File: src/noc_pkg.sv
package noc_pkg;

   //////////////////////////////////////////////////
   // mesh geometry
   //////////////////////////////////////////////////

   // 4 by 4 mesh, 2 bits per coordinate
   localparam int mesh_x_size = 4;
   localparam int mesh_y_size = 4;
   localparam int coord_w     = 2;

   //////////////////////////////////////////////////
   // router sizing
   //////////////////////////////////////////////////

   // input buffer depth, must stay a power of two
   localparam int fifo_depth = 4;
   localparam int fifo_ptr_w = $clog2(fifo_depth);
   // count must also hold the full value
   localparam int fifo_cnt_w = $clog2(fifo_depth + 1);

   // local plus four compass ports
   localparam int num_ports = 5;
   localparam int port_w    = 3;

   // port index, used on every per-port array
   typedef enum logic [port_w-1:0] {
      port_local = 3'd0,
      port_east  = 3'd1,
      port_west  = 3'd2,
      port_north = 3'd3,
      port_south = 3'd4
   } port_e;

   //////////////////////////////////////////////////
   // flit and vector types
   //////////////////////////////////////////////////

   // y above x, x in the low bits
   typedef struct packed {
      logic [coord_w-1:0] y;
      logic [coord_w-1:0] x;
   } coord_t;

   // single-flit packet, destination in the upper nibble
   typedef struct packed {
      coord_t     dest;
      logic [3:0] payload;
   } flit_t;

   // one bit per port_e, requests and grants
   typedef logic [num_ports-1:0] port_vec_t;

   // coordinates of this node after reset
   localparam coord_t reset_coord = '{y: 2'd1, x: 2'd1};

endpackage

File: src/router_cfg.sv
module router_cfg (
   input  logic           clk,
   input  logic           arst_n,
   input  logic           cfg_we,
   input  noc_pkg::coord_t cfg_coord,
   output noc_pkg::coord_t node_coord
);

   // node position in the mesh
   noc_pkg::coord_t coord_q;

   // load on strobe, takes effect at the next edge
   always_ff @(posedge clk or negedge arst_n) begin
      if (!arst_n) begin
         coord_q <= noc_pkg::reset_coord;
      end else if (cfg_we) begin
         coord_q <= cfg_coord;
      end
   end

   // fanned out to every input port's route decision
   assign node_coord = coord_q;

   //////////////////////////////////////////////////
   // checks
   //////////////////////////////////////////////////

   // a written coordinate names a node inside the mesh
   a_cfg_write: assert property (
      @(posedge clk) disable iff (!arst_n)
      cfg_we |-> (int'(cfg_coord.x) < noc_pkg::mesh_x_size)
             && (int'(cfg_coord.y) < noc_pkg::mesh_y_size)
   ) else $error("router_cfg: bad coordinate write %h", cfg_coord);

endmodule

File: src/route_compute.sv
module route_compute (
   input  noc_pkg::coord_t    node_coord,
   input  noc_pkg::coord_t    dest,
   input  logic              req_valid,
   output noc_pkg::port_vec_t req
);

   // dimension-ordered routing, x resolved before y
   always_comb begin
      req = '0;
      if (req_valid) begin
         if (dest.x > node_coord.x) begin
            // column to the right
            req[noc_pkg::port_east] = 1'b1;
         end else if (dest.x < node_coord.x) begin
            req[noc_pkg::port_west] = 1'b1;
         end else if (dest.y > node_coord.y) begin
            // same column, larger y lies south
            req[noc_pkg::port_south] = 1'b1;
         end else if (dest.y < node_coord.y) begin
            req[noc_pkg::port_north] = 1'b1;
         end else begin
            // arrived, hand to the local core
            req[noc_pkg::port_local] = 1'b1;
         end
      end
   end

   // exactly one output per valid head, silence otherwise
   a_req_onehot: assert final (req_valid ? $onehot(req) : (req == '0))
      else $error("route_compute: req %h for dest %h", req, dest);

endmodule

File: src/input_port.sv
module input_port (
   input  logic              clk,
   input  logic              arst_n,
   input  logic              wr_valid,
   input  noc_pkg::flit_t     wr_flit,
   input  noc_pkg::coord_t    node_coord,
   input  logic              grant,
   output logic              full,
   output noc_pkg::port_vec_t req,
   output noc_pkg::flit_t     head_flit
);

   //////////////////////////////////////////////////
   // flit buffer
   //////////////////////////////////////////////////

   noc_pkg::flit_t                   mem [noc_pkg::fifo_depth];
   logic [noc_pkg::fifo_ptr_w-1:0]   wr_ptr_q;
   logic [noc_pkg::fifo_ptr_w-1:0]   rd_ptr_q;
   logic [noc_pkg::fifo_cnt_w-1:0]   cnt_q;
   logic [noc_pkg::fifo_cnt_w-1:0]   cnt_next;
   logic                             full_q;
   logic                             head_valid;
   logic                             push;
   logic                             pop;

   // sender honours full, so every strobe is a push
   assign push       = wr_valid;
   assign head_valid = (cnt_q != '0);
   // head leaves in the cycle its output grants it
   assign pop        = grant & head_valid;

   // occupancy after this edge
   always_comb begin
      cnt_next = cnt_q;
      if (push && !pop) begin
         cnt_next = cnt_q + 1'b1;
      end else if (pop && !push) begin
         cnt_next = cnt_q - 1'b1;
      end
   end

   // pointers wrap on their own, depth is 2**ptr_w
   always_ff @(posedge clk or negedge arst_n) begin
      if (!arst_n) begin
         wr_ptr_q <= '0;
         rd_ptr_q <= '0;
         cnt_q    <= '0;
         full_q   <= 1'b0;
      end else begin
         if (push) wr_ptr_q <= wr_ptr_q + 1'b1;
         if (pop)  rd_ptr_q <= rd_ptr_q + 1'b1;
         cnt_q  <= cnt_next;
         // registered, high while all entries are taken
         full_q <= (cnt_next == noc_pkg::fifo_cnt_w'(noc_pkg::fifo_depth));
      end
   end

   // storage only
   always_ff @(posedge clk) begin
      if (push) mem[wr_ptr_q] <= wr_flit;
   end

   assign full      = full_q;
   assign head_flit = mem[rd_ptr_q];

   //////////////////////////////////////////////////
   // route of the head entry
   //////////////////////////////////////////////////

   route_compute u_route (
      .node_coord (node_coord),
      .dest       (head_flit.dest),
      .req_valid  (head_valid),
      .req        (req)
   );

   // sender must stall on full
   a_no_overflow: assert property (
      @(posedge clk) disable iff (!arst_n) full |-> !wr_valid
   ) else $error("input_port: write while full");

   // arbiter must only grant a live head
   a_no_underflow: assert property (
      @(posedge clk) disable iff (!arst_n) grant |-> head_valid
   ) else $error("input_port: grant while empty");

endmodule

File: src/output_arbiter.sv
module output_arbiter (
   input  logic              clk,
   input  logic              arst_n,
   input  noc_pkg::port_vec_t req,
   input  noc_pkg::flit_t     in_flit [noc_pkg::num_ports],
   output noc_pkg::port_vec_t grant,
   output logic              out_valid,
   output noc_pkg::flit_t     out_flit
);

   // input served last, search starts one past it
   logic [noc_pkg::port_w-1:0] last_q;
   logic [noc_pkg::port_w-1:0] sel;
   logic                       any_grant;
   logic                       out_valid_q;
   noc_pkg::flit_t             out_flit_q;

   //////////////////////////////////////////////////
   // round-robin pick
   //////////////////////////////////////////////////

   always_comb begin
      int unsigned idx;
      grant = '0;
      sel   = last_q;
      // walk all inputs once, starting after last_q
      for (int i = 1; i <= noc_pkg::num_ports; i++) begin
         idx = (int'(last_q) + i) % noc_pkg::num_ports;
         if ((grant == '0) && req[idx]) begin
            grant[idx] = 1'b1;
            sel        = noc_pkg::port_w'(idx);
         end
      end
   end

   assign any_grant = |grant;

   // pointer moves only when someone was served
   always_ff @(posedge clk or negedge arst_n) begin
      if (!arst_n) begin
         // local input gets first turn
         last_q      <= noc_pkg::port_south;
         out_valid_q <= 1'b0;
      end else begin
         out_valid_q <= any_grant;
         if (any_grant) last_q <= sel;
      end
   end

   //////////////////////////////////////////////////
   // output register
   //////////////////////////////////////////////////

   // winning flit, held until the next grant
   always_ff @(posedge clk) begin
      if (any_grant) out_flit_q <= in_flit[sel];
   end

   // one pulse per grant, neighbour always takes it
   assign out_valid = out_valid_q;
   assign out_flit  = out_flit_q;

   // single winner, and only among the requesters
   a_grant_legal: assert property (
      @(posedge clk) disable iff (!arst_n)
      $onehot0(grant) && ((grant & ~req) == '0)
   ) else $error("output_arbiter: grant %h req %h", grant, req);

endmodule

File: src/router_top.sv
module router_top (
   input  logic              clk,
   input  logic              arst_n,
   input  noc_pkg::port_vec_t in_valid,
   input  noc_pkg::flit_t     in_flit [noc_pkg::num_ports],
   output noc_pkg::port_vec_t in_full,
   input  logic              cfg_we,
   input  noc_pkg::coord_t    cfg_coord,
   output noc_pkg::coord_t    node_coord,
   output noc_pkg::port_vec_t out_valid,
   output noc_pkg::flit_t     out_flit [noc_pkg::num_ports]
);

   // indexed by input, one bit per output
   noc_pkg::port_vec_t req_by_in   [noc_pkg::num_ports];
   noc_pkg::port_vec_t grant_by_in [noc_pkg::num_ports];
   // indexed by output, one bit per input
   noc_pkg::port_vec_t req_by_out   [noc_pkg::num_ports];
   noc_pkg::port_vec_t grant_by_out [noc_pkg::num_ports];
   noc_pkg::flit_t     head_flit    [noc_pkg::num_ports];
   noc_pkg::port_vec_t in_grant;

   //////////////////////////////////////////////////
   // node coordinates
   //////////////////////////////////////////////////

   router_cfg u_cfg (
      .clk        (clk),
      .arst_n     (arst_n),
      .cfg_we     (cfg_we),
      .cfg_coord  (cfg_coord),
      .node_coord (node_coord)
   );

   //////////////////////////////////////////////////
   // request and grant crossbar wiring
   //////////////////////////////////////////////////

   for (genvar o = 0; o < noc_pkg::num_ports; o++) begin : g_xpose
      for (genvar i = 0; i < noc_pkg::num_ports; i++) begin : g_bit
         assign req_by_out[o][i]  = req_by_in[i][o];
         assign grant_by_in[i][o] = grant_by_out[o][i];
      end
   end

   // one request per input, so at most one bit set here
   for (genvar i = 0; i < noc_pkg::num_ports; i++) begin : g_grant_or
      assign in_grant[i] = |grant_by_in[i];
   end

   // one buffer per incoming link
   for (genvar i = 0; i < noc_pkg::num_ports; i++) begin : g_in
      input_port u_in (
         .clk        (clk),
         .arst_n     (arst_n),
         .wr_valid   (in_valid[i]),
         .wr_flit    (in_flit[i]),
         .node_coord (node_coord),
         .grant      (in_grant[i]),
         .full       (in_full[i]),
         .req        (req_by_in[i]),
         .head_flit  (head_flit[i])
      );
   end

   // one arbiter per outgoing link, all see every head
   for (genvar o = 0; o < noc_pkg::num_ports; o++) begin : g_out
      output_arbiter u_arb (
         .clk       (clk),
         .arst_n    (arst_n),
         .req       (req_by_out[o]),
         .in_flit   (head_flit),
         .grant     (grant_by_out[o]),
         .out_valid (out_valid[o]),
         .out_flit  (out_flit[o])
      );
   end

endmodule

File: config.mk
export PLATFORM = sky130hd
export DESIGN_NAME = router_top
export DESIGN_NICKNAME = d
export VERILOG_FILES = /design/src/noc_pkg.sv /design/src/router_cfg.sv /design/src/route_compute.sv /design/src/input_port.sv /design/src/output_arbiter.sv /design/src/router_top.sv
export SDC_FILE = /design/constraint.sdc
export NUM_CORES = 1
export LEC_CHECK = 0
export ABC_AREA = 1
export BUFFER_PORTS_ARGS = -buffer_cell sky130_fd_sc_hd__clkbuf_2
export CORE_UTILIZATION = 35
export CTS_BUF_LIST = sky130_fd_sc_hd__clkbuf_4
export DETAILED_ROUTE_END_ITERATION = 10
export RECOVER_POWER = 25
export SYNTH_ARGS = -nofsm -noshare
export SYNTH_HDL_FRONTEND = slang
export SYNTH_HIERARCHICAL = 1
export SYNTH_SLANG_ARGS = --single-unit
File: constraint.sdc
create_clock -name clk -period 15.4 [get_ports clk]
set_input_delay 2.31 -clock clk [delete_from_list [all_inputs] [get_ports clk]]
set_output_delay 2.31 -clock clk [all_outputs]
set_load 0.01 [all_outputs]
=== Word level (Yosys, flattened, before mapping) ===
Memory sizes are Yosys's and may differ from the RTL's.
Cells that the tools add are included.

* $add $sub $neg: 45
* $lt $le $gt $ge: 75
* Divide/modulo/power cells: 25
* Mux-type cells: 245
* Bitwise logic cells: 30
* Eq/ne operators: 5
* Reductions and logical operators: 100

{| class="wikitable"
|+ Operator list
! operator !! number
|-
| greater-or-equal comparator 32 x 1 -> 1 bit (second input constant) || 25
|-
| < comparator 32 x 4 -> 1 bit (second input constant) || 25
|-
| remainder unit 32 x 4 -> 32 bit (second input constant) || 25
|-
| 2-to-1 mux 5 bit || 30
|-
| binary-select mux 8 bit (select 3 bit) || 5
|-
| 2-to-1 mux 3 bit || 40
|-
| 2-to-1 mux 1 bit || 105
|-
| logical NOT 5 bit || 20
|-
| OR 5 bit || 20
|-
| 2-to-1 mux 8 bit || 10
|-
| binary-select mux 1 bit (select 3 bit) || 25
|-
| demux 1 bit (select 3 bit) || 25
|-
| logical AND 1 bit || 55
|-
| OR reduction 5 bit || 10
|-
| adder 3 x 2 -> 4 bit (second input constant) || 10
|-
| adder 3 x 3 -> 4 bit (second input constant) || 10
|-
| adder 2 x 1 -> 2 bit (second input constant) || 10
|-
| adder 3 x 1 -> 4 bit (second input constant) || 5
|-
| greater-or-equal comparator 4 bit (second input constant) || 5
|-
| > comparator 2 bit || 10
|-
| < comparator 2 bit || 10
|-
| inverter 3 -> 4 bit || 5
|-
| adder 3 x 1 -> 3 bit (second input constant) || 5
|-
| == test 3 bit (second input constant) || 5
|-
| other kinds (5) || 30
|}

* Memory bits (writable): 160
* Memories kept: 5
* Word-level logic and storage cells: 577
* Register bits after elaboration: 104
* Input port bits: 52
* Output and inout bits: 54

{| class="wikitable"
|+ Memory list
! memory !! words !! bits a word !! rd ports !! clocked after memory_dff !! wr ports !! line !! text
|-
| g_in[0].u_in.mem || 4 || 8 || 1 || 0 || 1 || input_port.sv:17 || <nowiki>noc_pkg::flit_t mem [noc_pkg::fifo_depth];</nowiki>
|-
| g_in[1].u_in.mem || 4 || 8 || 1 || 0 || 1 || input_port.sv:17 ||
|-
| g_in[2].u_in.mem || 4 || 8 || 1 || 0 || 1 || input_port.sv:17 ||
|-
| g_in[3].u_in.mem || 4 || 8 || 1 || 0 || 1 || input_port.sv:17 ||
|-
| g_in[4].u_in.mem || 4 || 8 || 1 || 0 || 1 || input_port.sv:17 ||
|}

=== Logic depth before layout (Yosys ltp) ===
An unclocked memory read counts as a cell.

* Depth after elaboration: 28
* Mapped depth: 46
* Gate-level depth less buffers: 43

=== Hierarchy ===
Netlist, hierarchy kept.

{| class="wikitable"
|+ By module, submodules not included
! module !! cells each !! sequential area each (um2) !! instances !! area each (um2)
|-
| output_arbiter at g_out[1].u_arb ... || 551 || 341.6 || 3 || 3,409.5
|-
| input_port at g_in[0].u_in ... || 141 || 1,161.1 || 4 || 1,725.4
|-
| output_arbiter at g_out[0].u_arb || 551 || 341.6 || 1 || 3,447.1
|-
| output_arbiter at g_out[4].u_arb || 543 || 341.6 || 1 || 3,299.4
|-
| input_port at g_in[4].u_in || 142 || 1,161.1 || 1 || 1,735.4
|-
| route_compute || 32 || 0.0 || 5 || 170.2
|-
| router_cfg || 17 || 102.6 || 1 || 151.4
|-
| router_top || 20 || 0.0 || 1 || 81.3
|}

=== Least setup slack after synthesis ===
OpenSTA, ideal clock, no wires.

* Path kind: reg2reg
* Start: register g_out[3].u_arb/last_q[0] in the netlist's numbering
* End: register g_in[2].u_in.full_q
* Buffers on the path: 3
* Period minus slack after synthesis: 5.421 ns
* Cell stages (with the launch flop): 42
* Arrival: 5.305 ns
* Data required time: 15.284 ns
* Setup slack: 9.979 ns
* Library setup time: 0.116 ns
* Path through: dfrtp_1 -> buf_6 -> inv_1 -> buf_2 -> ha_1 -> inv_2 -> ha_1 -> nor2_1 -> nand2_1 -> nand2_1 -> xor2_1 -> ha_1 -> inv_1 -> nand2_1 -> nand2_1 -> nor2_2 -> nand2_1 -> nand2_1 -> [... 6 more ...] -> nand3_4 -> o21bai_2 -> nor2_2 -> nand3_2 -> inv_1 -> a21oi_4 -> nand3_2 -> buf_6 -> o21bai_1 -> nor2_1 -> nand3_1 -> nand2_4 -> nand2_2 -> nand2_2 -> nor2_2 -> nor2_2 -> nand2_1 -> nor2_1

{| class="wikitable"
|+ RTL lines
! item !! line !! text
|-
| start, declared || output_arbiter.sv:12 || <nowiki>logic [noc_pkg::port_w-1:0] last_q;</nowiki>
|-
| start signal, assigned || output_arbiter.sv:42 || <nowiki>last_q <= noc_pkg::port_south;</nowiki>
|-
| start signal, assigned || output_arbiter.sv:46 || <nowiki>if (any_grant) last_q <= sel;</nowiki>
|-
| end signal, assigned || input_port.sv:55 || <nowiki>full_q <= (cnt_next == noc_pkg::fifo_cnt_w'(noc_pkg::fifo_depth));</nowiki>
|-
| end, declared || input_port.sv:22 || <nowiki>logic full_q;</nowiki>
|}

==> metrics.yaml <==
finalCoreUtilization_pct: 38.6
wl_um: 78600
final-max-slew-violation-count: 24
yosys_warnings: 6
finalSetupTns_ps: 0
area_growth_pct: 8.26
reg2reg_to: "g_in[3].u_in/full"
synthXorXnorAreaFrac_pct: 1.55
ctsHoldBuffers: 0
yosys.area_share.simple_pct: 37.0
start_kind: "flip-flop"
yosysTopAreaCell: "edfxtp_1"
rsz0062_at_grt: "no"
failed_checks: "max-capacitance violations, max-slew violations"
grt_max_degree: 43
required_ps: 16100
grt_pass1_vias: 22900
synth_cell_type_count: 64
path_clk_slew_ps: 70
avgRoutedWirePerCell_um: 16.4
grt_pass1_wl_um: 125000
cap_violations: 1
synth.avg_cell_area_um2: 7.31
end_kind: "flip-flop"
clock_latency_ps: 810
syn-num-nets: 3934
crit_fanout: 11
drive_gt1_share_pct: 15.8
gr-total-overflow: 0
startpoint: "g_out[3].u_arb/last_q[1]"
mostFrequentLayoutCells: "nand2_1, inv_1, nand3_1"
dieWidth_um: 278
endpoint: "g_in[3].u_in/full"
critPathBufInv: 2
syn_area_um2: 26700
yosysTopAreaCellShare_pct: 22.5
clock_path_buffers: 3
gp_congestion: 0.952
die_h_um: 278
port_buffers: 105
firstDrtPassIters: 7
final_common_cell: "nand2_1"
drt_iter0_drc: 2228
die_area_um2: 77400
status: "finished, violations left"
num_rows: 100
arrival_ps: 7690
synthCells: 3650
stdcell_area_um2: 28900
synth_top_family_by_area: "simple AND/OR/NAND/NOR gates"
async_reset_ff_share_pct: 24.2
post_cts_buffers: 0
crit_type: "reg2reg"
cp.depth: 37
start_util_pct: 35.6
max_stage_delay_ps: 580
antenna_found_initial: 2
cts_tree: "yes"
synth_fa_ha_area_share_pct: 11.0
synth_compound_area_share_pct: 11.3
drc: 0
viasPerCell: 5.23
path_delay_family: "simple AND/OR/NAND/NOR gates"
design.portCount: 106
finClkSkew_ps: 39.4
ctsHtreeMaxLevel: 3
grtUsageTotal_pct: 20.1
cts_buffers: 73
yosysSeqAreaShare_pct: 28.5
postPlaceCellArea_um2: 28000
muxShareOfSynthArea_pct: 0.0375
vias: 25100
slew_headroom_pct: -12.8
r2r_start: "g_out[3].u_arb/last_q[1]"
rr_worst_depth: 37
root_buffer: "clkbuf_4"
crit_slowest_cell: "dfrtp_1"
postCtsResizedCells: 0
fmax_ghz: 0.143
min_period_ps: 6990
fin_nets: 4052
synth_edf_count: 200
yosys-top-cells-area: "edfxtp_1, ha_1, nand2_1"
clock_sinks: 264
synth_seq_cells: 264
drtAntennaViolNets: 0
crit_path_frequent_cell: "nand2_1"
ys.flop_type: "edfxtp_1"
rrSetupSlack_ps: 8410
worst_pin_slew_ps: 1690
core_um2: 74900
setup_viol: 0
fin_crit_sh_pct: 45.4
dp_hpwl_um: 59400
hold_viol: 0
fillers: 7855
hold_path_class: "reg2reg"
kinds of logic after synthesis:
group	after synthesis
xor+xnor	43
buf+inv	663
compound gates	482
fa+ha+maj	232
mux	1
flops	264
simple gates	1965
state kept, by name, indices dropped and copies added (netlist names):
signal / cells
g_in.u_in/cnt_q: 15
g_in.u_in/full: 5
g_in.u_in/mem: 160
g_in.u_in/rd_ptr_q: 10
g_in.u_in/wr_ptr_q: 10
g_out.u_arb/last_q: 15
g_out.u_arb/out_flit: 40
g_out.u_arb/out_valid: 5
u_cfg/node_coord: 4
metal layers:
| layer | share of wire, % | routed length (um) | up-vias | track usage (%) |
|---|---|---|---|---|
| met3 | 6.5 | 5110 | 142 | 3.23 |
| met5 | 0 | 0 | - | 0 |
| li1 | - | - | 12600 | - |
| met4 | 2.8 | 2170 | 0 | 6.53 |
| met2 | 45 | 35200 | 744 | 32.0 |
| met1 | 46 | 36100 | 11600 | 27.6 |
stage by stage:
step	std cells	hold slack, ps	worst slack, ps
floorplan	3650	491	9980
global placement	4662	516	8600
detailed placement	4662	521	8590
CTS	4797	533	8540
global route	4801	555	7720
finish	4801	530	8410
cell usage after synthesis, types with 18 or more instances:
cell	number
nor3_1	33
nor2_4	18
nand2_4	23
o22ai_1	41
inv_1	515
edfxtp_1	200
nand4_1	169
nor2_2	58
nand3_2	42
o21ai_1	36
buf_4	21
nand2_2	109
nand2_1	690
xor2_1	38
nand3_1	473
buf_6	29
a21oi_1	82
o211ai_1	30
ha_1	228
dfrtp_1	57
nor4_1	27
o21ai_0	198
nor2_1	269
clkbuf_1	19
inv_2	60
layout make-up:
cell class / count / area [um^2] / share of cell area [%]
tap: 969 / 1210 / 4.20
clock buffer: 105 / 788 / 2.73
antenna: 4 / 10.0 / 0.0346
inverter: 576 / 2160 / 7.49
multi-input combinational: 2723 / 16300 / 56.3
clock inverter: 30 / 180 / 0.623
sequential: 264 / 7620 / 26.4
timing repair buffer: 130 / 668 / 2.31
worst min-delay path by stage:
stage	start	to	slack [ps]	cells past startpoint
3_5_place_dp	g_in[4].u_in/wr_ptr_q[0]	g_in[4].u_in/wr_ptr_q[0]	520	1
5_1_grt	g_in[1].u_in/wr_ptr_q[0]	g_in[1].u_in/wr_ptr_q[0]	550	1
6_report	g_in[3].u_in/wr_ptr_q[0]	g_in[3].u_in/wr_ptr_q[0]	530	1
3_3_place_gp	g_in[4].u_in/wr_ptr_q[0]	g_in[4].u_in/wr_ptr_q[0]	520	1
2_1_floorplan	g_in[0].u_in/wr_ptr_q[0]	g_in[0].u_in/wr_ptr_q[0]	490	1
4_1_cts	g_in[0].u_in/wr_ptr_q[0]	g_in[0].u_in/wr_ptr_q[0]	530	1
Power is left out: the tool's default activity adds up to more than one toggle a clock period on the data nets, which glitch-free logic cannot reach.
